<file path="src/transport_status_pkg.sv">
// Read response status codes
// Only the first last-mark mismatch of a transfer is reported

package transport_status_pkg;

    typedef logic [1:0] status_t;

    // Transfer ended where the request said it would
    localparam status_t STATUS_OK         = 2'd0;

    // Source marked last before the final beat
    localparam status_t STATUS_EARLY_LAST = 2'd1;

    // Final beat arrived without a last mark
    localparam status_t STATUS_LATE_LAST  = 2'd2;

endpackage

</file>
<file path="src/transport_cfg_pkg.sv">
// Datapath widths and types shared by the transport, fixed at a 32-bit bus
// Lane FIFO depth of 3 lets overlapping requests keep the stream moving
// lane_mask implements the offset/tailer rule for both ports

package transport_cfg_pkg;

    // ----------------------------------------
    // Sizes
    // ----------------------------------------
    localparam int unsigned DATA_WIDTH   = 32;
    localparam int unsigned STRB_WIDTH   = DATA_WIDTH / 8;
    localparam int unsigned OFFSET_WIDTH = $clog2(STRB_WIDTH);
    localparam int unsigned BEATS_WIDTH  = 8;
    localparam int unsigned BUFFER_DEPTH = 3;

    // Lane FIFO pointer and fill level
    localparam int unsigned PTR_WIDTH    = $clog2(BUFFER_DEPTH);
    localparam int unsigned CNT_WIDTH    = $clog2(BUFFER_DEPTH + 1);

    // ----------------------------------------
    // Vector types
    // ----------------------------------------
    typedef logic [7:0]              byte_t;
    typedef logic [DATA_WIDTH-1:0]   data_t;
    typedef logic [STRB_WIDTH-1:0]   strb_t;
    typedef logic [OFFSET_WIDTH-1:0] offset_t;
    typedef logic [BEATS_WIDTH-1:0]  beats_t;
    typedef logic [PTR_WIDTH-1:0]    ptr_t;
    typedef logic [CNT_WIDTH-1:0]    cnt_t;

    // Valid lanes of one beat
    // A tailer of zero keeps every lane of the last beat
    function automatic strb_t lane_mask(offset_t offset, offset_t tailer,
                                        logic first, logic last);
        strb_t mask;
        for (int unsigned l = 0; l < STRB_WIDTH; l++) begin
            mask[l] = (!first || l >= offset) &&
                      (!last || tailer == '0 || l < tailer);
        end
        return mask;
    endfunction

endpackage
</file>
<file path="src/idma_stream_transport.sv">
// Stream-to-stream transport with byte realignment, one source and one sink
// Read and write requests describe the same bytes and may overlap in time
// The write response marks the end of a transfer; latency is not fixed

`timescale 1ns/1ps

module idma_stream_transport
    import transport_cfg_pkg::*;
    import transport_status_pkg::*;
(
    input  logic    clk_i,
    input  logic    reset_i,

    // Read request and response
    input  offset_t r_req_offset_i,
    input  offset_t r_req_tailer_i,
    input  offset_t r_req_shift_i,
    input  beats_t  r_req_beats_i,
    input  logic    r_req_valid_i,
    output logic    r_req_ready_o,
    output status_t r_rsp_status_o,
    output logic    r_rsp_valid_o,
    input  logic    r_rsp_ready_i,

    // Write request and response
    input  offset_t w_req_offset_i,
    input  offset_t w_req_tailer_i,
    input  beats_t  w_req_beats_i,
    input  logic    w_req_valid_i,
    output logic    w_req_ready_o,
    output logic    w_rsp_valid_o,
    input  logic    w_rsp_ready_i,

    // Source stream
    input  data_t   src_data_i,
    input  logic    src_last_i,
    input  logic    src_valid_i,
    output logic    src_ready_o,

    // Destination stream
    output data_t   dst_data_o,
    output strb_t   dst_strb_o,
    output logic    dst_last_o,
    output logic    dst_valid_o,
    input  logic    dst_ready_i,

    output logic    r_busy_o,
    output logic    w_busy_o,
    output logic    buffer_busy_o
);

    // Bytes already in their destination lanes
    byte_t [STRB_WIDTH-1:0] lane_in_data;
    strb_t                  lane_in_valid;
    strb_t                  lane_in_ready;

    byte_t [STRB_WIDTH-1:0] lane_out_data;
    strb_t                  lane_out_valid;
    strb_t                  lane_out_ready;

    // ----------------------------------------
    // Read side
    // ----------------------------------------
    stream_read_port i_stream_read_port (
        .clk_i           ( clk_i          ),
        .reset_i         ( reset_i        ),
        .r_req_offset_i  ( r_req_offset_i ),
        .r_req_tailer_i  ( r_req_tailer_i ),
        .r_req_shift_i   ( r_req_shift_i  ),
        .r_req_beats_i   ( r_req_beats_i  ),
        .r_req_valid_i   ( r_req_valid_i  ),
        .r_req_ready_o   ( r_req_ready_o  ),
        .r_rsp_status_o  ( r_rsp_status_o ),
        .r_rsp_valid_o   ( r_rsp_valid_o  ),
        .r_rsp_ready_i   ( r_rsp_ready_i  ),
        .src_data_i      ( src_data_i     ),
        .src_last_i      ( src_last_i     ),
        .src_valid_i     ( src_valid_i    ),
        .src_ready_o     ( src_ready_o    ),
        .lane_in_data_o  ( lane_in_data   ),
        .lane_in_valid_o ( lane_in_valid  ),
        .lane_in_ready_i ( lane_in_ready  ),
        .r_busy_o        ( r_busy_o       )
    );

    // ----------------------------------------
    // Reorder buffer
    // ----------------------------------------
    byte_lane_buffer i_byte_lane_buffer (
        .clk_i            ( clk_i          ),
        .reset_i          ( reset_i        ),
        .lane_in_data_i   ( lane_in_data   ),
        .lane_in_valid_i  ( lane_in_valid  ),
        .lane_in_ready_o  ( lane_in_ready  ),
        .lane_out_data_o  ( lane_out_data  ),
        .lane_out_valid_o ( lane_out_valid ),
        .lane_out_ready_i ( lane_out_ready ),
        .buffer_busy_o    ( buffer_busy_o  )
    );

    // ----------------------------------------
    // Write side
    // ----------------------------------------
    stream_write_port i_stream_write_port (
        .clk_i            ( clk_i          ),
        .reset_i          ( reset_i        ),
        .w_req_offset_i   ( w_req_offset_i ),
        .w_req_tailer_i   ( w_req_tailer_i ),
        .w_req_beats_i    ( w_req_beats_i  ),
        .w_req_valid_i    ( w_req_valid_i  ),
        .w_req_ready_o    ( w_req_ready_o  ),
        .w_rsp_valid_o    ( w_rsp_valid_o  ),
        .w_rsp_ready_i    ( w_rsp_ready_i  ),
        .lane_out_data_i  ( lane_out_data  ),
        .lane_out_valid_i ( lane_out_valid ),
        .lane_out_ready_o ( lane_out_ready ),
        .dst_data_o       ( dst_data_o     ),
        .dst_strb_o       ( dst_strb_o     ),
        .dst_last_o       ( dst_last_o     ),
        .dst_valid_o      ( dst_valid_o    ),
        .dst_ready_i      ( dst_ready_i    ),
        .w_busy_o         ( w_busy_o       )
    );

endmodule

</file>
<file path="src/stream_write_port.sv">
// Write side of the transport; one request in flight at a time
// A beat is offered once every lane of its strobe mask holds a byte
// Lanes outside the mask are driven as zero on dst_data_o

`timescale 1ns/1ps

module stream_write_port
    import transport_cfg_pkg::*;
(
    input  logic                   clk_i,
    input  logic                   reset_i,

    input  offset_t                w_req_offset_i,
    input  offset_t                w_req_tailer_i,
    input  beats_t                 w_req_beats_i,
    input  logic                   w_req_valid_i,
    output logic                   w_req_ready_o,

    output logic                   w_rsp_valid_o,
    input  logic                   w_rsp_ready_i,

    input  byte_t [STRB_WIDTH-1:0] lane_out_data_i,
    input  strb_t                  lane_out_valid_i,
    output strb_t                  lane_out_ready_o,

    output data_t                  dst_data_o,
    output strb_t                  dst_strb_o,
    output logic                   dst_last_o,
    output logic                   dst_valid_o,
    input  logic                   dst_ready_i,

    output logic                   w_busy_o
);

    logic    active_q;
    logic    rsp_valid_q;
    beats_t  beat_cnt_q;

    // Request fields held for the whole transfer
    offset_t offset_q;
    offset_t tailer_q;
    beats_t  beats_q;

    logic    req_fire;
    logic    dst_fire;
    logic    last_beat;
    strb_t   dst_mask;

    assign req_fire  = w_req_valid_i && w_req_ready_o;
    assign last_beat = (beat_cnt_q == beats_q);
    assign dst_mask  = lane_mask(offset_q, tailer_q, beat_cnt_q == '0, last_beat);

    // ----------------------------------------
    // Beat gathering
    // ----------------------------------------
    assign dst_valid_o = active_q && (&(lane_out_valid_i | ~dst_mask));
    assign dst_fire    = dst_valid_o && dst_ready_i;

    always_comb begin
        for (int unsigned l = 0; l < STRB_WIDTH; l++) begin
            dst_data_o[l*8 +: 8] = dst_mask[l] ? lane_out_data_i[l] : 8'h00;
        end
    end

    assign dst_strb_o = dst_mask;
    assign dst_last_o = last_beat;

    // Only the masked lanes are consumed by a beat
    assign lane_out_ready_o = dst_mask & {STRB_WIDTH{dst_fire}};

    // ----------------------------------------
    // Sequencing
    // ----------------------------------------
    always_ff @(posedge clk_i) begin
        if (reset_i) begin
            active_q    <= 1'b0;
            rsp_valid_q <= 1'b0;
            beat_cnt_q  <= '0;
        end else begin
            if (req_fire) begin
                active_q   <= 1'b1;
                beat_cnt_q <= '0;
            end
            if (dst_fire) begin
                if (last_beat) begin
                    active_q    <= 1'b0;
                    rsp_valid_q <= 1'b1;
                end else begin
                    beat_cnt_q  <= beat_cnt_q + 1'b1;
                end
            end
            if (rsp_valid_q && w_rsp_ready_i) begin
                rsp_valid_q <= 1'b0;
            end
        end
    end

    always_ff @(posedge clk_i) begin
        if (req_fire) begin
            offset_q <= w_req_offset_i;
            tailer_q <= w_req_tailer_i;
            beats_q  <= w_req_beats_i;
        end
    end

    assign w_req_ready_o = !(active_q || rsp_valid_q);
    assign w_rsp_valid_o = rsp_valid_q;
    assign w_busy_o      = active_q || rsp_valid_q;

endmodule

</file>
<file path="src/byte_lane_buffer.sv">
// Reorder buffer; one independent FIFO of BUFFER_DEPTH bytes per lane
// No bypass, a pushed byte shows at the output one cycle later
// A full lane stays not-ready even while it is being popped

`timescale 1ns/1ps

module byte_lane_buffer
    import transport_cfg_pkg::*;
(
    input  logic                   clk_i,
    input  logic                   reset_i,

    input  byte_t [STRB_WIDTH-1:0] lane_in_data_i,
    input  strb_t                  lane_in_valid_i,
    output strb_t                  lane_in_ready_o,

    output byte_t [STRB_WIDTH-1:0] lane_out_data_o,
    output strb_t                  lane_out_valid_o,
    input  strb_t                  lane_out_ready_i,

    output logic                   buffer_busy_o
);

    byte_t                 mem_q [STRB_WIDTH][BUFFER_DEPTH];
    ptr_t [STRB_WIDTH-1:0] wr_ptr_q;
    ptr_t [STRB_WIDTH-1:0] rd_ptr_q;
    cnt_t [STRB_WIDTH-1:0] count_q;

    strb_t push;
    strb_t pop;

    function automatic ptr_t ptr_inc(ptr_t ptr);
        return (ptr == ptr_t'(BUFFER_DEPTH - 1)) ? '0 : ptr + 1'b1;
    endfunction

    assign push = lane_in_valid_i & lane_in_ready_o;
    assign pop  = lane_out_valid_o & lane_out_ready_i;

    // ----------------------------------------
    // Lane status and read data
    // ----------------------------------------
    always_comb begin
        for (int unsigned l = 0; l < STRB_WIDTH; l++) begin
            lane_in_ready_o[l]  = (count_q[l] != cnt_t'(BUFFER_DEPTH));
            lane_out_valid_o[l] = (count_q[l] != '0);
            lane_out_data_o[l]  = mem_q[l][rd_ptr_q[l]];
        end
    end

    assign buffer_busy_o = |lane_out_valid_o;

    // ----------------------------------------
    // Pointers and fill levels
    // ----------------------------------------
    always_ff @(posedge clk_i) begin
        if (reset_i) begin
            wr_ptr_q <= '0;
            rd_ptr_q <= '0;
            count_q  <= '0;
        end else begin
            for (int unsigned l = 0; l < STRB_WIDTH; l++) begin
                if (push[l]) begin
                    wr_ptr_q[l] <= ptr_inc(wr_ptr_q[l]);
                end
                if (pop[l]) begin
                    rd_ptr_q[l] <= ptr_inc(rd_ptr_q[l]);
                end
                // Simultaneous push and pop leaves the level unchanged
                if (push[l] && !pop[l]) begin
                    count_q[l] <= count_q[l] + 1'b1;
                end else if (pop[l] && !push[l]) begin
                    count_q[l] <= count_q[l] - 1'b1;
                end
            end
        end
    end

    // Storage
    always_ff @(posedge clk_i) begin
        for (int unsigned l = 0; l < STRB_WIDTH; l++) begin
            if (push[l]) begin
                mem_q[l][wr_ptr_q[l]] <= lane_in_data_i[l];
            end
        end
    end

endmodule

</file>
<file path="src/stream_read_port.sv">
// Read side of the transport; one request in flight at a time
// A source beat is taken only when every lane it feeds has room
// The beat count comes from the request, src_last_i is only checked

`timescale 1ns/1ps

module stream_read_port
    import transport_cfg_pkg::*;
    import transport_status_pkg::*;
(
    input  logic                   clk_i,
    input  logic                   reset_i,

    input  offset_t                r_req_offset_i,
    input  offset_t                r_req_tailer_i,
    input  offset_t                r_req_shift_i,
    input  beats_t                 r_req_beats_i,
    input  logic                   r_req_valid_i,
    output logic                   r_req_ready_o,

    output status_t                r_rsp_status_o,
    output logic                   r_rsp_valid_o,
    input  logic                   r_rsp_ready_i,

    input  data_t                  src_data_i,
    input  logic                   src_last_i,
    input  logic                   src_valid_i,
    output logic                   src_ready_o,

    output byte_t [STRB_WIDTH-1:0] lane_in_data_o,
    output strb_t                  lane_in_valid_o,
    input  strb_t                  lane_in_ready_i,

    output logic                   r_busy_o
);

    logic    active_q;
    logic    rsp_valid_q;
    beats_t  beat_cnt_q;
    status_t status_q;
    status_t status_d;

    // Request fields held for the whole transfer
    offset_t offset_q;
    offset_t tailer_q;
    offset_t shift_q;
    beats_t  beats_q;

    logic    req_fire;
    logic    src_fire;
    logic    last_beat;
    strb_t   src_mask;
    strb_t   ready_src;
    offset_t unshift;

    byte_t [2*STRB_WIDTH-1:0] data_dbl;

    assign req_fire  = r_req_valid_i && r_req_ready_o;
    assign last_beat = (beat_cnt_q == beats_q);
    assign src_mask  = lane_mask(offset_q, tailer_q, beat_cnt_q == '0, last_beat);

    // ----------------------------------------
    // Barrel rotation
    // ----------------------------------------
    // Source lane L lands in buffer lane (L - shift) mod STRB_WIDTH
    assign data_dbl       = {src_data_i, src_data_i} >> {shift_q, 3'b000};
    assign lane_in_data_o = data_dbl[STRB_WIDTH-1:0];

    // Readies travel back the other way
    assign unshift   = -shift_q;
    assign ready_src = strb_t'({lane_in_ready_i, lane_in_ready_i} >> unshift);

    assign src_ready_o = active_q && (&(ready_src | ~src_mask));
    assign src_fire    = src_valid_i && src_ready_o;

    // All needed lanes push together or not at all
    assign lane_in_valid_o = strb_t'({src_mask, src_mask} >> shift_q)
                             & {STRB_WIDTH{src_fire}};

    // ----------------------------------------
    // Last-beat check
    // ----------------------------------------
    always_comb begin
        status_d = status_q;
        if (src_fire && status_q == STATUS_OK) begin
            if (src_last_i && !last_beat) begin
                status_d = STATUS_EARLY_LAST;
            end else if (last_beat && !src_last_i) begin
                status_d = STATUS_LATE_LAST;
            end
        end
    end

    // ----------------------------------------
    // Sequencing
    // ----------------------------------------
    always_ff @(posedge clk_i) begin
        if (reset_i) begin
            active_q    <= 1'b0;
            rsp_valid_q <= 1'b0;
            beat_cnt_q  <= '0;
            status_q    <= STATUS_OK;
        end else begin
            if (req_fire) begin
                active_q   <= 1'b1;
                beat_cnt_q <= '0;
                status_q   <= STATUS_OK;
            end else begin
                status_q   <= status_d;
            end
            if (src_fire) begin
                if (last_beat) begin
                    active_q    <= 1'b0;
                    rsp_valid_q <= 1'b1;
                end else begin
                    beat_cnt_q  <= beat_cnt_q + 1'b1;
                end
            end
            if (rsp_valid_q && r_rsp_ready_i) begin
                rsp_valid_q <= 1'b0;
            end
        end
    end

    always_ff @(posedge clk_i) begin
        if (req_fire) begin
            offset_q <= r_req_offset_i;
            tailer_q <= r_req_tailer_i;
            shift_q  <= r_req_shift_i;
            beats_q  <= r_req_beats_i;
        end
    end

    assign r_req_ready_o  = !(active_q || rsp_valid_q);
    assign r_rsp_valid_o  = rsp_valid_q;
    assign r_rsp_status_o = status_q;
    assign r_busy_o       = active_q || rsp_valid_q;

endmodule

</file>
<file path="config.mk">
export PLATFORM = sky130hd
export DESIGN_NAME = idma_stream_transport
export DESIGN_NICKNAME = d
export VERILOG_FILES = /design/src/transport_status_pkg.sv /design/src/transport_cfg_pkg.sv /design/src/idma_stream_transport.sv /design/src/stream_write_port.sv /design/src/byte_lane_buffer.sv /design/src/stream_read_port.sv
export SDC_FILE = /design/constraint.sdc
export NUM_CORES = 1
export LEC_CHECK = 0
export BUFFER_PORTS_ARGS = -buffer_cell sky130_fd_sc_hd__buf_2
export CAP_MARGIN = 20
export CORE_UTILIZATION = 50
export DETAILED_ROUTE_END_ITERATION = 10
export PLACE_DENSITY_LB_ADDON = 0.3
export SLEW_MARGIN = 5
export SYNTH_ARGS = -nofsm -noshare
export SYNTH_HDL_FRONTEND = slang
export SYNTH_HIERARCHICAL = 1
export SYNTH_SLANG_ARGS = --single-unit
</file>
<file path="constraint.sdc">
create_clock -name clk_i -period 2.7 [get_ports clk_i]
set_input_delay 0.675 -clock clk_i [delete_from_list [all_inputs] [get_ports clk_i]]
set_output_delay 0.675 -clock clk_i [all_outputs]
set_load 0.02 [all_outputs]
</file>
==> run_results.csv, run 1 <==
group,metric,value,unit
place,hpwlAfterDp,14200,microns
floorplan,die_h,132,microns
pwr,combPwrFrac,12.7,%
worst_setup_path,start_kind,"flop",
layout,layout_common_cells,"122 x edfxtp_1, 87 x buf_2, 65 x buf_4, 55 x nand2_1, 53 x buf_6",
worst_setup_path,r2r-start,"i_stream_read_port/shift_q[1]",
floorplan,core_area,0.0166,sq mm
yosys,ys_warn_count,6,
layout,fillCellCount,1151,
place,place_area,0.00982,sq mm
layout,layout_commonest_cell,"edfxtp_1",
global_routing,grt_pass1_wl,32000,microns
yosys,synth.net_count,756,
layout,fin_nets,952,
worst_setup_path,reg2reg_slack,-0.16,ns
yosys,synth-async-reset-ratio,0,%
layout,multiInputGateArea,0.00423,sq mm
sta,fin_ws,-0.242,ns
clock_network,cts_tree,"yes",
worst_setup_path,crit_end,"src_ready_o",
pwr,p_clk_share,39.5,%
sta,skew,0.00926,ns
layout,seq_area,0.00461,sq mm
sta,finalMaxSlewViolations,0,
sta,min_period_over_period,109,%
sta,tightest_slew,0.634,ns
sta,finalSetupViolCount,93,
clock_network,cts-root-buf,"clkbuf_16",
global_routing,grt_max_degree,37,
yosys,syn_area,0.00847,sq mm
sta,rsz0062_at_grt,"true",
route,totalWireLength,21100,microns
worst_setup_path,worstPathMaxFanout,3,
yosys,synth_cell_types,65,
sta,hold_slack,0.415,ns
clock_network,clk_latency,0.43,ns
route,wl_per_cell,19.0,microns
route,ant_nets,0,
yosys,ys_seq_area_share,54.1,%
worst_setup_path,crit_start,"i_stream_read_port/beat_cnt_q[1]",
yosys,synth_edf_count,122,
pwr,power.density,535,mW/mm^2
layout,diodes,0,
pwr,ir_worst_vdd,0.000489,V
yosys,synth_seq_cells,168,
floorplan,top_level_ports,115,
pwr,switching_share,25.5,%
global_routing,grt_antenna_before_repair,0,
clock_network,cts_hold_buffers,0,
yosys,syn_inst,680,
floorplan,initial_core_util,51.1,%
clock_network,clk_pin_slew,0.07,ns
yosys,synth_ff_type,"edfxtp_1",
layout,final_area,0.0114,sq mm
clock_network,htree_levels,4,
floorplan,num_rows,47,
flow_run,drv_cap,0,
global_routing,track_usage,23.9,%
pwr,p_seq_share,47.8,%
route,drt_iter0_drc,473,
pwr,switching_power,1.55,mW
run_status,violations,"negative setup slack",
worst_setup_path,critPathArrivalTime,2.27,ns
sta,hold_viol_final,0,
yosys,avgSynthCellArea,12.5,sq um
sta,layout_min_cycle_time,2.94,ns
worst_hold_path,hold_path.class,"in2reg",
layout,drive_gt1_share,47.9,%
layout,syn2layout_area_growth,34.0,%
clock_network,clk_path_buf_depth,2,
clock_network,numClockSinks,168,
run_status,status,"finished with violations",
clock_network,numCtsBuffers,17,
route,via_count,6329,
pwr,intPower,4.53,mW
worst_setup_path,required,2.03,ns
pwr,p_leak,4.18,nW
sta,slew_headroom,57.7,%
sta,max_freq,340,MHz
global_routing,gr-total-overflow,0,
route,dr.pass1.iters,5,
worst_setup_path,worstReg2RegEnd,"i_byte_lane_buffer/count_q[3]",
place,io_buffers,114,
worst_setup_path,crit_type,"reg2out",
route,drt-vias-per-instance,5.71,
place,globalplace.congestion,0.952,
global_routing,grt_pass1_vias,6250,
worst_setup_path,ff2ff_path_depth,13,
route,drc,0,
worst_setup_path,worst_setup_path_end_kind,"output port",
floorplan,die_area,0.0175,sq mm
floorplan,die-width,132,microns
metrics by stage:
| step | setup slack, ns | utilization (%) | setup TNS [ns] | power, mW | std cells |
|---|---|---|---|---|---|
| final | -0.242 | 68.5 | -5.37 | 6.08 | 1109 |
| after global routing | -0.318 | 68.5 | -15.31 | 6.26 | 1109 |
| after CTS | -0.268 | 66.1 | -3.21 | 6.04 | 1096 |
| after detailed placement | -0.109 | 59.2 | -0.401 | 3.60 | 1056 |
| after global placement | -0.0444 | 59.2 | -0.0444 | 3.57 | 1056 |
| after floorplan | 0.00310 | - | 0 | 3.33 | 680 |
how the worst min path moves through the flow:
| stage | from | end | slack, ns | cells past startpoint |
|---|---|---|---|---|
| after floorplan | i_byte_lane_buffer/wr_ptr_q[1] | i_byte_lane_buffer/wr_ptr_q[1] | 0.45 | 2 |
| after global placement | i_byte_lane_buffer/wr_ptr_q[1] | i_byte_lane_buffer/wr_ptr_q[1] | 0.46 | 2 |
| after detailed placement | i_byte_lane_buffer/wr_ptr_q[3] | i_byte_lane_buffer/wr_ptr_q[3] | 0.48 | 2 |
| after CTS | r_req_shift_i[0] | i_stream_read_port/shift_q[0] | 0.40 | 1 |
| after global routing | r_req_shift_i[0] | i_stream_read_port/shift_q[0] | 0.40 | 1 |
| final | w_req_beats_i[2] | i_stream_write_port/beats_q[2] | 0.41 | 1 |
cell families after synthesis:
group,Yosys count,synth area share (%)
adders and majority gates,9,1.33
AOI/OAI and AO/OA,127,9.97
buffers and inverters,52,2.72
and+or+nand+nor,224,15.1
muxes,73,14.0
DFF,168,54.1
xor gates and xnor gates,27,2.79
power groups by stage:
stage	registers (mW)	clock network [mW]	logic [mW]
after detailed placement	2.95	0	0.645
after CTS	2.90	2.42	0.726
after global routing	2.91	2.53	0.819
after global placement	2.95	0	0.622
after floorplan	2.95	0	0.377
final	2.90	2.40	0.773
Yosys cell counts (3+ instances only):
master     instances  area, sq um
or3b_1             4         35.0
or2_1              6         37.5
nor2b_1           14         87.6
a31oi_1            7         43.8
xnor2_1           19          166
nor2_1            25         93.8
mux2i_1           35          350
and4_1             4         35.0
nor3b_1            5         37.5
nand2b_1          15         93.8
clkbuf_1           8         30.0
nand3b_1           3         22.5
a31o_1             5         43.8
nand4_1            5         31.3
mux4_2            36          811
a21o_1             6         45.0
nand3_1            8         40.0
o2bb2ai_1          3         26.3
ha_1               9          113
and2_1            27          169
xor2_1             8         70.1
and3_1             7         43.8
or3_1             12         75.1
a21bo_2            4         40.0
buf_2             10         50.1
o21a_1             3         22.5
a21oi_1           34          170
or2_2              7         43.8
nand2_1           61          229
edfxtp_1         122         3660
inv_1             21         78.8
buf_1              7         26.3
o31ai_1            3         22.5
o211ai_1           3         22.5
dfxtp_1           46          921
o21ai_0           37          185
o21ai_2            5         43.8
nor3_1             5         25.0
nor3b_2            3         37.5
routing by layer:
layer | wire, microns | global-route usage, % | vias to the layer above | share of wire (%)
li1 | - | - | 2953 | -
met1 | 8790 | 29.5 | 3167 | 42
met2 | 11000 | 41.7 | 180 | 52
met3 | 870 | 4.15 | 29 | 4.1
met4 | 425 | 9.51 | 0 | 2.0
met5 | 0 | 0 | - | 0
state kept, by name, summed over array words and instances, names as in the netlist, 8 cells and up:
register,flops
i_byte_lane_buffer/wr_ptr_q,8
i_byte_lane_buffer/mem_q,96
i_stream_write_port/beat_cnt_q,8
i_byte_lane_buffer/count_q,8
i_stream_write_port/beats_q,8
i_byte_lane_buffer/rd_ptr_q,8
i_stream_read_port/beats_q,8
i_stream_read_port/beat_cnt_q,8
final cells by class:
class / instances / share of cell area (%)
Sequential cell: 168 / 40.6
Inverter: 23 / 1.09
Timing Repair Buffer: 206 / 13.6
Clock buffer: 17 / 3.75
Tap cell: 220 / 2.42
Clock inverter: 15 / 1.34
Multi-Input combinational cell: 460 / 37.2
critical path, cell delays in order (launching register included):
cell,delay [ns]
dfxtp_4,0.35
inv_2,0.06
ha_4,0.11
nor4b_4,0.25
buf_4,0.17
a41o_1,0.19
a31oi_1,0.06
nor2_2,0.13
nor4b_4,0.30
buf_4,0.21
what timing repair did:
action | in CTS | in global routing
gates cloned | 2 | 1
endpoints found under the setup margin | 83 | 148
gates resized for setup | 149 | 89
buffers inserted | 16 | 18
pin swaps | 34 | 40
Power figures use the tool's default switching activity.
==> inputs of run 2 (changes only) <==
==> constraint.sdc (replaced) <==
create_clock -name clk_i -period 2.4 [get_ports clk_i]
set_input_delay 0.6 -clock clk_i [delete_from_list [all_inputs] [get_ports clk_i]]
set_output_delay 0.6 -clock clk_i [all_outputs]
set_load 0.02 [all_outputs]
==> run 2 against run 1 <==
Net effect: the run still ends with negative setup slack left; hold slack worse by 0.077 ns; register-to-register slack worse by 0.38 ns; clock power is 15% higher; utilization is 3.0 points higher; flip-flop and latch count stayed put; combinational power is 22% higher; clock skew hardly changed; wire length is 5.2% higher; global-route usage is 1.3 points higher; critical path depth is 3 higher; count of clock-buffer cells in the layout stayed put; die area stayed put; largest cell class unchanged; largest power group unchanged; highest routed layer unchanged.
==> run_results.csv, run 2 (synthesis gave the netlist of run 1 again) <==
group,metric,value,unit
pwr,ir_worst_vdd,0.000475,V
sta,fin_ws,-0.539,ns
clock_network,clk_latency,0.44,ns
worst_setup_path,ff2ff_path_depth,12,
layout,fillCellCount,1112,
layout,largest_reg_flops,96,
layout,final_util,71.5,%
global_routing,grt_pass1_vias,6615,
floorplan,die_h,132,microns
floorplan,top_level_ports,115,
layout,fin_nets,997,
worst_setup_path,start_kind,"flop",
pwr,switching_power,1.73,mW
worst_setup_path,critPathArrivalTime,3.29,ns
route,totalWireLength,22200,microns
sta,layout_min_cycle_time,2.94,ns
clock_network,cts-root-buf,"clkbuf_16",
sta,finalSetupViolCount,160,
pwr,power.density,588,mW/mm^2
flow_run,drv_cap,0,
pwr,intPower,5.24,mW
clock_network,cts_tree,"yes",
route,via_count,6570,
run_status,violations,"negative setup slack",
sta,tightest_slew,0.604,ns
global_routing,track_usage,25.2,%
worst_setup_path,slowest_delay,0.48,ns
pwr,p_seq_share,46.9,%
clock_network,htree_levels,4,
global_routing,grt_antenna_before_repair,0,
place,pre_cts_ws,-0.328,ns
global_routing,grt_max_degree,33,
route,ant_nets,0,
sta,rsz0062_at_grt,"true",
worst_hold_path,hold_start,"w_req_beats_i[7]",
floorplan,initial_core_util,51.1,%
layout,layoutNonFillerInstCount,1154,
route,drc,0,
route,wl_per_cell,19.2,microns
pwr,p_leak,4.48,nW
worst_setup_path,r2r-start,"i_stream_write_port/beats_q[0]",
place,place_inst,1088,
floorplan,die-width,132,microns
pwr,p_clk_share,39.6,%
route,drt_iter0_drc,407,
worst_setup_path,worstPathMaxFanout,2,
sta,hold_viol_final,0,
route,dr.pass1.iters,5,
worst_hold_path,hold_path.class,"in2reg",
worst_setup_path,crit_type,"reg2reg",
global_routing,gr-total-overflow,0,
sta,min_period_over_period,122,%
clock_network,numClockSinks,168,
global_routing,grt_pass1_wl,33900,microns
route,drt-vias-per-instance,5.69,
pwr,combPwrFrac,13.5,%
layout,diodes,0,
floorplan,num_rows,47,
worst_setup_path,crit_start,"i_stream_write_port/beats_q[0]",
sta,max_freq,340,MHz
clock_network,numCtsBuffers,17,
place,io_buffers,114,
layout,layout_common_cells,"122 x edfxtp_1, 95 x buf_4, 85 x buf_2, 69 x buf_6, 54 x nand2_1",
worst_setup_path,required,2.75,ns
worst_setup_path,worst_setup_path_end_kind,"flop",
pwr,fin_total_pwr,6.97,mW
floorplan,die_area,0.0175,sq mm
place,hpwlAfterDp,14600,microns
sta,slew_headroom,59.7,%
clock_network,clk_path_buf_depth,2,
run_status,status,"finished with violations",
pwr,switching_share,24.9,%
floorplan,core_area,0.0166,sq mm
sta,finalMaxSlewViolations,0,
worst_setup_path,path_common_cell,"a21oi_1",
layout,layout_commonest_cell,"edfxtp_1",
worst_hold_path,whs_path_depth,1,
worst_setup_path,slowest_stage,"edfxtp_1",
place,globalplace.congestion,0.904,
clock_network,clk_pin_slew,0.07,ns
layout,drive_gt1_share,51.6,%
worst_setup_path,cp_cell_sequence,"xnor2_4 > nand4_1 > o31ai_2 > and3_4 > buf_6 > o211ai_1 > a21oi_1 > o21ai_2 > ha_4 > xor2_1 > or3_1 > a21oi_1",
sta,skew,0.00883,ns
layout,syn2layout_area_growth,39.9,%
run 2: path summary, 6_finish.rpt:
kind / to / slack, ns
setup reg to reg: i_byte_lane_buffer/count_q[1] / -0.54
setup / recovery: i_byte_lane_buffer/count_q[1] / -0.54
hold / removal: i_stream_write_port/beats_q[7] / 0.34
hold reg to reg: i_stream_write_port/beat_cnt_q[7] / 0.51
run 2: what timing repair did:
item | CTS | global route
resized for setup | 207 | 40
gates cloned | 3 | 0
hold buffers | 0 | 0
endpoints found under the setup margin | 159 | 174
buffers inserted | 23 | 14
pin swaps | 45 | 31
run 2: worst max-delay path, delay by kind of cell, from the launching register on:
kind	cells	cell delay, ns
AOI/OAI and AO/OA	5	0.98
xor gates and xnor gates	2	0.32
adders and majority gates	1	0.17
buffers and inverters	1	0.10
DFF	1	0.48
and+or+nand+nor	3	0.82
run 2: layout make-up:
type / instances / area, sq um / area share (%)
Clock buffer: 17 / 425 / 3.59
Clock inverter: 15 / 169 / 1.42
Inverter: 23 / 126 / 1.07
Multi-Input combinational cell: 460 / 4300 / 36.3
Sequential cell: 168 / 4610 / 38.9
Tap cell: 220 / 275 / 2.32
Timing Repair Buffer: 251 / 1950 / 16.5
run 2: power by group through the flow:
stage	logic (mW)	registers [mW]	clock network (mW)
after floorplan	0.437	3.32	0
after CTS	0.888	3.26	2.79
after global placement	0.722	3.32	0
final	0.945	3.27	2.76
after detailed placement	0.747	3.32	0
after global routing	0.999	3.27	2.92
run 2: layer usage:
layer,vias up,routed length (microns),GRT usage [%]
met5,-,0,0
li1,3034,-,-
met4,0,559,10.6
met2,249,11600,44.0
met3,47,1080,4.58
met1,3240,8950,30.6
run 2: per-stage QoR:
step	instance area, sq um	setup TNS (ns)	hold WS (ns)
2_1_floorplan	8620	-19.01	0.447
3_3_place_gp	10100	-17.62	0.454
3_5_place_dp	10100	-28.05	0.480
4_1_cts	11600	-36.89	0.321
5_1_grt	11900	-66.53	0.324
6_report	11900	-48.09	0.337
==> inputs of run 3 (changes only) <==
--- a/config.mk
+++ b/config.mk
@@ -5,6 +5,7 @@
 export SDC_FILE = /design/constraint.sdc
 export NUM_CORES = 1
 export LEC_CHECK = 0
+export ABC_AREA = 1
 export BUFFER_PORTS_ARGS = -buffer_cell sky130_fd_sc_hd__buf_2
 export CAP_MARGIN = 20
 export CORE_UTILIZATION = 50
==> run 3 against run 2 <==
Net effect: the flow still finishes with violations (negative setup slack); sequential power about the same; flip-flop and latch count unchanged; non-clock buffer count down 45; critical path type is now reg2out; largest cell class unchanged.
==> run_results.csv, run 3 <==
group,metric,value,unit
route,via_count,7507,
place,hpwlAfterDp,14800,microns
sta,skew,0.00915,ns
floorplan,num_rows,48,
yosys,synth_ff_type,"edfxtp_1",
global_routing,track_usage,23.4,%
pwr,p_leak,5.07,nW
worst_setup_path,path_common_cell,"nand2_1",
sta,finalMaxSlewViolations,0,
worst_setup_path,slowest_stage,"dfxtp_2",
sta,tightest_slew,0.670,ns
worst_setup_path,start_kind,"flop",
global_routing,grt_max_degree,38,
worst_setup_path,slowest_delay,0.34,ns
yosys,synth-async-reset-ratio,0,%
floorplan,top_level_ports,115,
sta,hold_viol_final,0,
pwr,switching_share,24.7,%
yosys,synth_top_area_share,41.2,%
layout,diodes,0,
layout,layout_common_cells,"280 x nand2_1, 122 x edfxtp_1, 106 x inv_1, 85 x buf_2, 72 x nor2_1",
yosys,syn_area,0.00889,sq mm
worst_setup_path,reg2reg_slack,-0.19,ns
route,wl_per_cell,14.0,microns
worst_setup_path,critPathArrivalTime,2.05,ns
floorplan,die_h,135,microns
worst_setup_path,cp_cell_sequence,"inv_2 > buf_4 > nand2_1 > nand2_1 > nor2_1 > nand2_1 > nor2_4 > nand3_2 > buf_6 > nand2_4 > buf_8 > nor2_4 > buf_6",
route,drc,0,
yosys,syn_inst,1051,
layout,fin_nets,1325,
worst_setup_path,crit_start,"i_stream_write_port/beat_cnt_q[1]",
worst_setup_path,crit_family,"simple AND/OR/NAND/NOR gates",
pwr,p_seq_share,48.3,%
clock_network,clk_latency,0.43,ns
pwr,combPwrFrac,12.6,%
worst_setup_path,worst_setup_path_end_kind,"output port",
clock_network,numCtsBuffers,17,
clock_network,htree_levels,4,
sta,fin_ws,-0.251,ns
worst_setup_path,r2r-start,"i_stream_read_port/beat_cnt_q[0]",
sta,max_freq,377,MHz
place,globalplace.congestion,0.874,
worst_setup_path,ff2ff_path_depth,15,
layout,drive_gt1_share,33.0,%
pwr,intPower,5.06,mW
clock_network,clk_path_buf_depth,2,
yosys,synth_cell_types,43,
route,top_layer,"met4",
sta,layout_min_cycle_time,2.65,ns
worst_setup_path,required,1.80,ns
route,wl_met2,10600,microns
route,ant_nets,0,
route,met3_length,1010,microns
layout,syn2layout_area_growth,31.9,%
yosys,synth_seq_cells,168,
flow_run,drv_cap,0,
clock_network,numClockSinks,168,
pwr,switching_power,1.66,mW
run_status,status,"finished with violations",
worst_hold_path,hold_path.class,"in2reg",
sta,rsz0062_at_grt,"true",
floorplan,initial_core_util,51.2,%
yosys,synth.most_common_cell,"nand2_1",
worst_setup_path,crit_type,"reg2out",
route,dr.pass1.iters,5,
yosys,ys_top_cells_by_count,"301 x nand2_1, 122 x edfxtp_1, 122 x inv_1",
route,drt_iter0_drc,459,
sta,finalSetupViolCount,124,
sta,slew_headroom,54.8,%
pwr,power.density,573,mW/mm^2
floorplan,die-width,135,microns
floorplan,die_area,0.0183,sq mm
global_routing,grt_pass1_vias,7088,
global_routing,grt_pass1_wl,32900,microns
worst_hold_path,whs_path_depth,1,
clock_network,cts-root-buf,"clkbuf_16",
clock_network,cts_hold_buffers,0,
clock_network,clk_pin_slew,0.06,ns
global_routing,gr-total-overflow,0,
place,io_buffers,114,
yosys,synth_edf_count,122,
worst_setup_path,worstPathMaxFanout,5,
layout,largest_reg_flops,96,
run_status,violations,"negative setup slack",
yosys,synth.net_count,1127,
worst_setup_path,path_depth,13,
yosys,ys_warn_count,6,
yosys,synth_top_cell_by_area,"edfxtp_1",
global_routing,grt_antenna_before_repair,0,
pwr,ir_worst_vdd,0.000466,V
sta,min_period_over_period,110,%
route,drt-vias-per-instance,5.05,
worst_setup_path,crit_end,"dst_data_o[18]",
pwr,p_clk_share,39.2,%
route,met1Wirelength,8870,microns
yosys,ys_seq_area_share,51.6,%
layout,layout_commonest_cell,"nand2_1",
route,totalWireLength,20900,microns
yosys,avgSynthCellArea,8.46,sq um
floorplan,core_area,0.0174,sq mm
worst_setup_path,worstReg2RegEnd,"i_byte_lane_buffer/mem_q[3][17]",
pwr,fin_total_pwr,6.73,mW
yosys,ys_top_cells_by_area,"edfxtp_1 41%, nand2_1 13%, dfxtp_1 10%",
worst_setup_path,cp_num_buf_inv,5,
clock_network,cts_tree,"yes",
sta,tns,-14.17,ns
==> run 3: cell types whose count changed after synthesis, moves of 12 or more <==
cell      before  now
nand2_1       61  301
and2_1        27    0
nor2b_1       14    0
nor2_2         0   13
inv_1         21  122
or3_1         12    0
inv_2          2   33
nand2b_1      15    0
mux4_2        36    0
xnor2_1       19    6
nor2_1        25  100
nand3_1        8   63
o21ai_0       37   57
==> run 3: worst register-to-register path, delay by kind of cell, from the launching register on <==
family | cells | cell delay [ns]
buffers and inverters | 2 | 0.20
adders and majority gates | 1 | 0.13
and+or+nand+nor | 11 | 1.50
DFF | 1 | 0.32
AOI/OAI and AO/OA | 1 | 0.12
==> run 3: what timing repair did <==
| action | CTS | global route |
|---|---|---|
| buffers inserted | 10 | 13 |
| endpoints found under the setup margin | 127 | 152 |
| cloned | 2 | 0 |
| resized for setup | 110 | 88 |
| pin swaps | 18 | 18 |
==> run 3: routing by layer <==
metal / vias to the layer above / GRT usage [%]
met4: 0 / 8.55
li1: 3791 / -
met1: 3510 / 28.4
met5: - / 0
met3: 29 / 4.94
met2: 177 / 40.7
==> run 3: area by class of cell <==
type / instances / area [sq um]
clock buffers: 20 / 437
clock inverters: 12 / 130
fillers: 1344 / 5630
inverters: 158 / 603
multi-input cells: 698 / 4080
flip-flops and latches: 168 / 4600
well taps: 225 / 282
repair buffers: 206 / 1600
==> run 3: per-stage QoR <==
stage	worst slack [ns]	cell area (sq um)	utilization (%)	hold WS [ns]	cells
finish	-0.251	11700	67.6	0.346	1487
CTS	-0.236	11400	65.6	0.329	1479
global placement	-0.0562	10400	59.7	0.454	1436
global route	-0.378	11700	67.6	0.327	1487
detailed placement	-0.121	10400	59.7	0.456	1436
floorplan	-0.127	9090	-	0.439	1051
==> run 3: worst min path at each step <==
stage                                    startpoint  slack [ns]                              endpoint
6_report                           w_req_beats_i[3]        0.35        i_stream_write_port/beats_q[3]
5_1_grt                            r_req_beats_i[7]        0.33         i_stream_read_port/beats_q[7]
4_1_cts                            w_req_beats_i[2]        0.33        i_stream_write_port/beats_q[2]
3_5_place_dp   i_stream_read_port/r_rsp_status_o[1]        0.46  i_stream_read_port/r_rsp_status_o[1]
3_3_place_gp         i_byte_lane_buffer/wr_ptr_q[5]        0.45        i_byte_lane_buffer/wr_ptr_q[5]
2_1_floorplan        i_byte_lane_buffer/wr_ptr_q[5]        0.44        i_byte_lane_buffer/wr_ptr_q[5]
==> run 3: power groups by stage <==
stage	sequential [mW]	combinational, mW	clock (mW)
floorplan	3.30	0.461	0
global placement	3.30	0.705	0
detailed placement	3.31	0.720	0
CTS	3.25	0.793	2.68
global route	3.25	0.921	2.79
finish	3.25	0.845	2.63
==> run 3: kinds of logic after synthesis <==
| group | Yosys count | share of synthesized area, % |
|---|---|---|
| XOR/XNOR | 17 | 1.76 |
| flip-flops | 168 | 51.6 |
| adder cells (fa/ha/maj) | 9 | 1.27 |
| multiplexers | 33 | 3.73 |
| AND/OR/NAND/NOR | 534 | 26.8 |
| buffers and inverters | 185 | 8.47 |
| AO/OA/AOI/OAI | 105 | 6.43 |
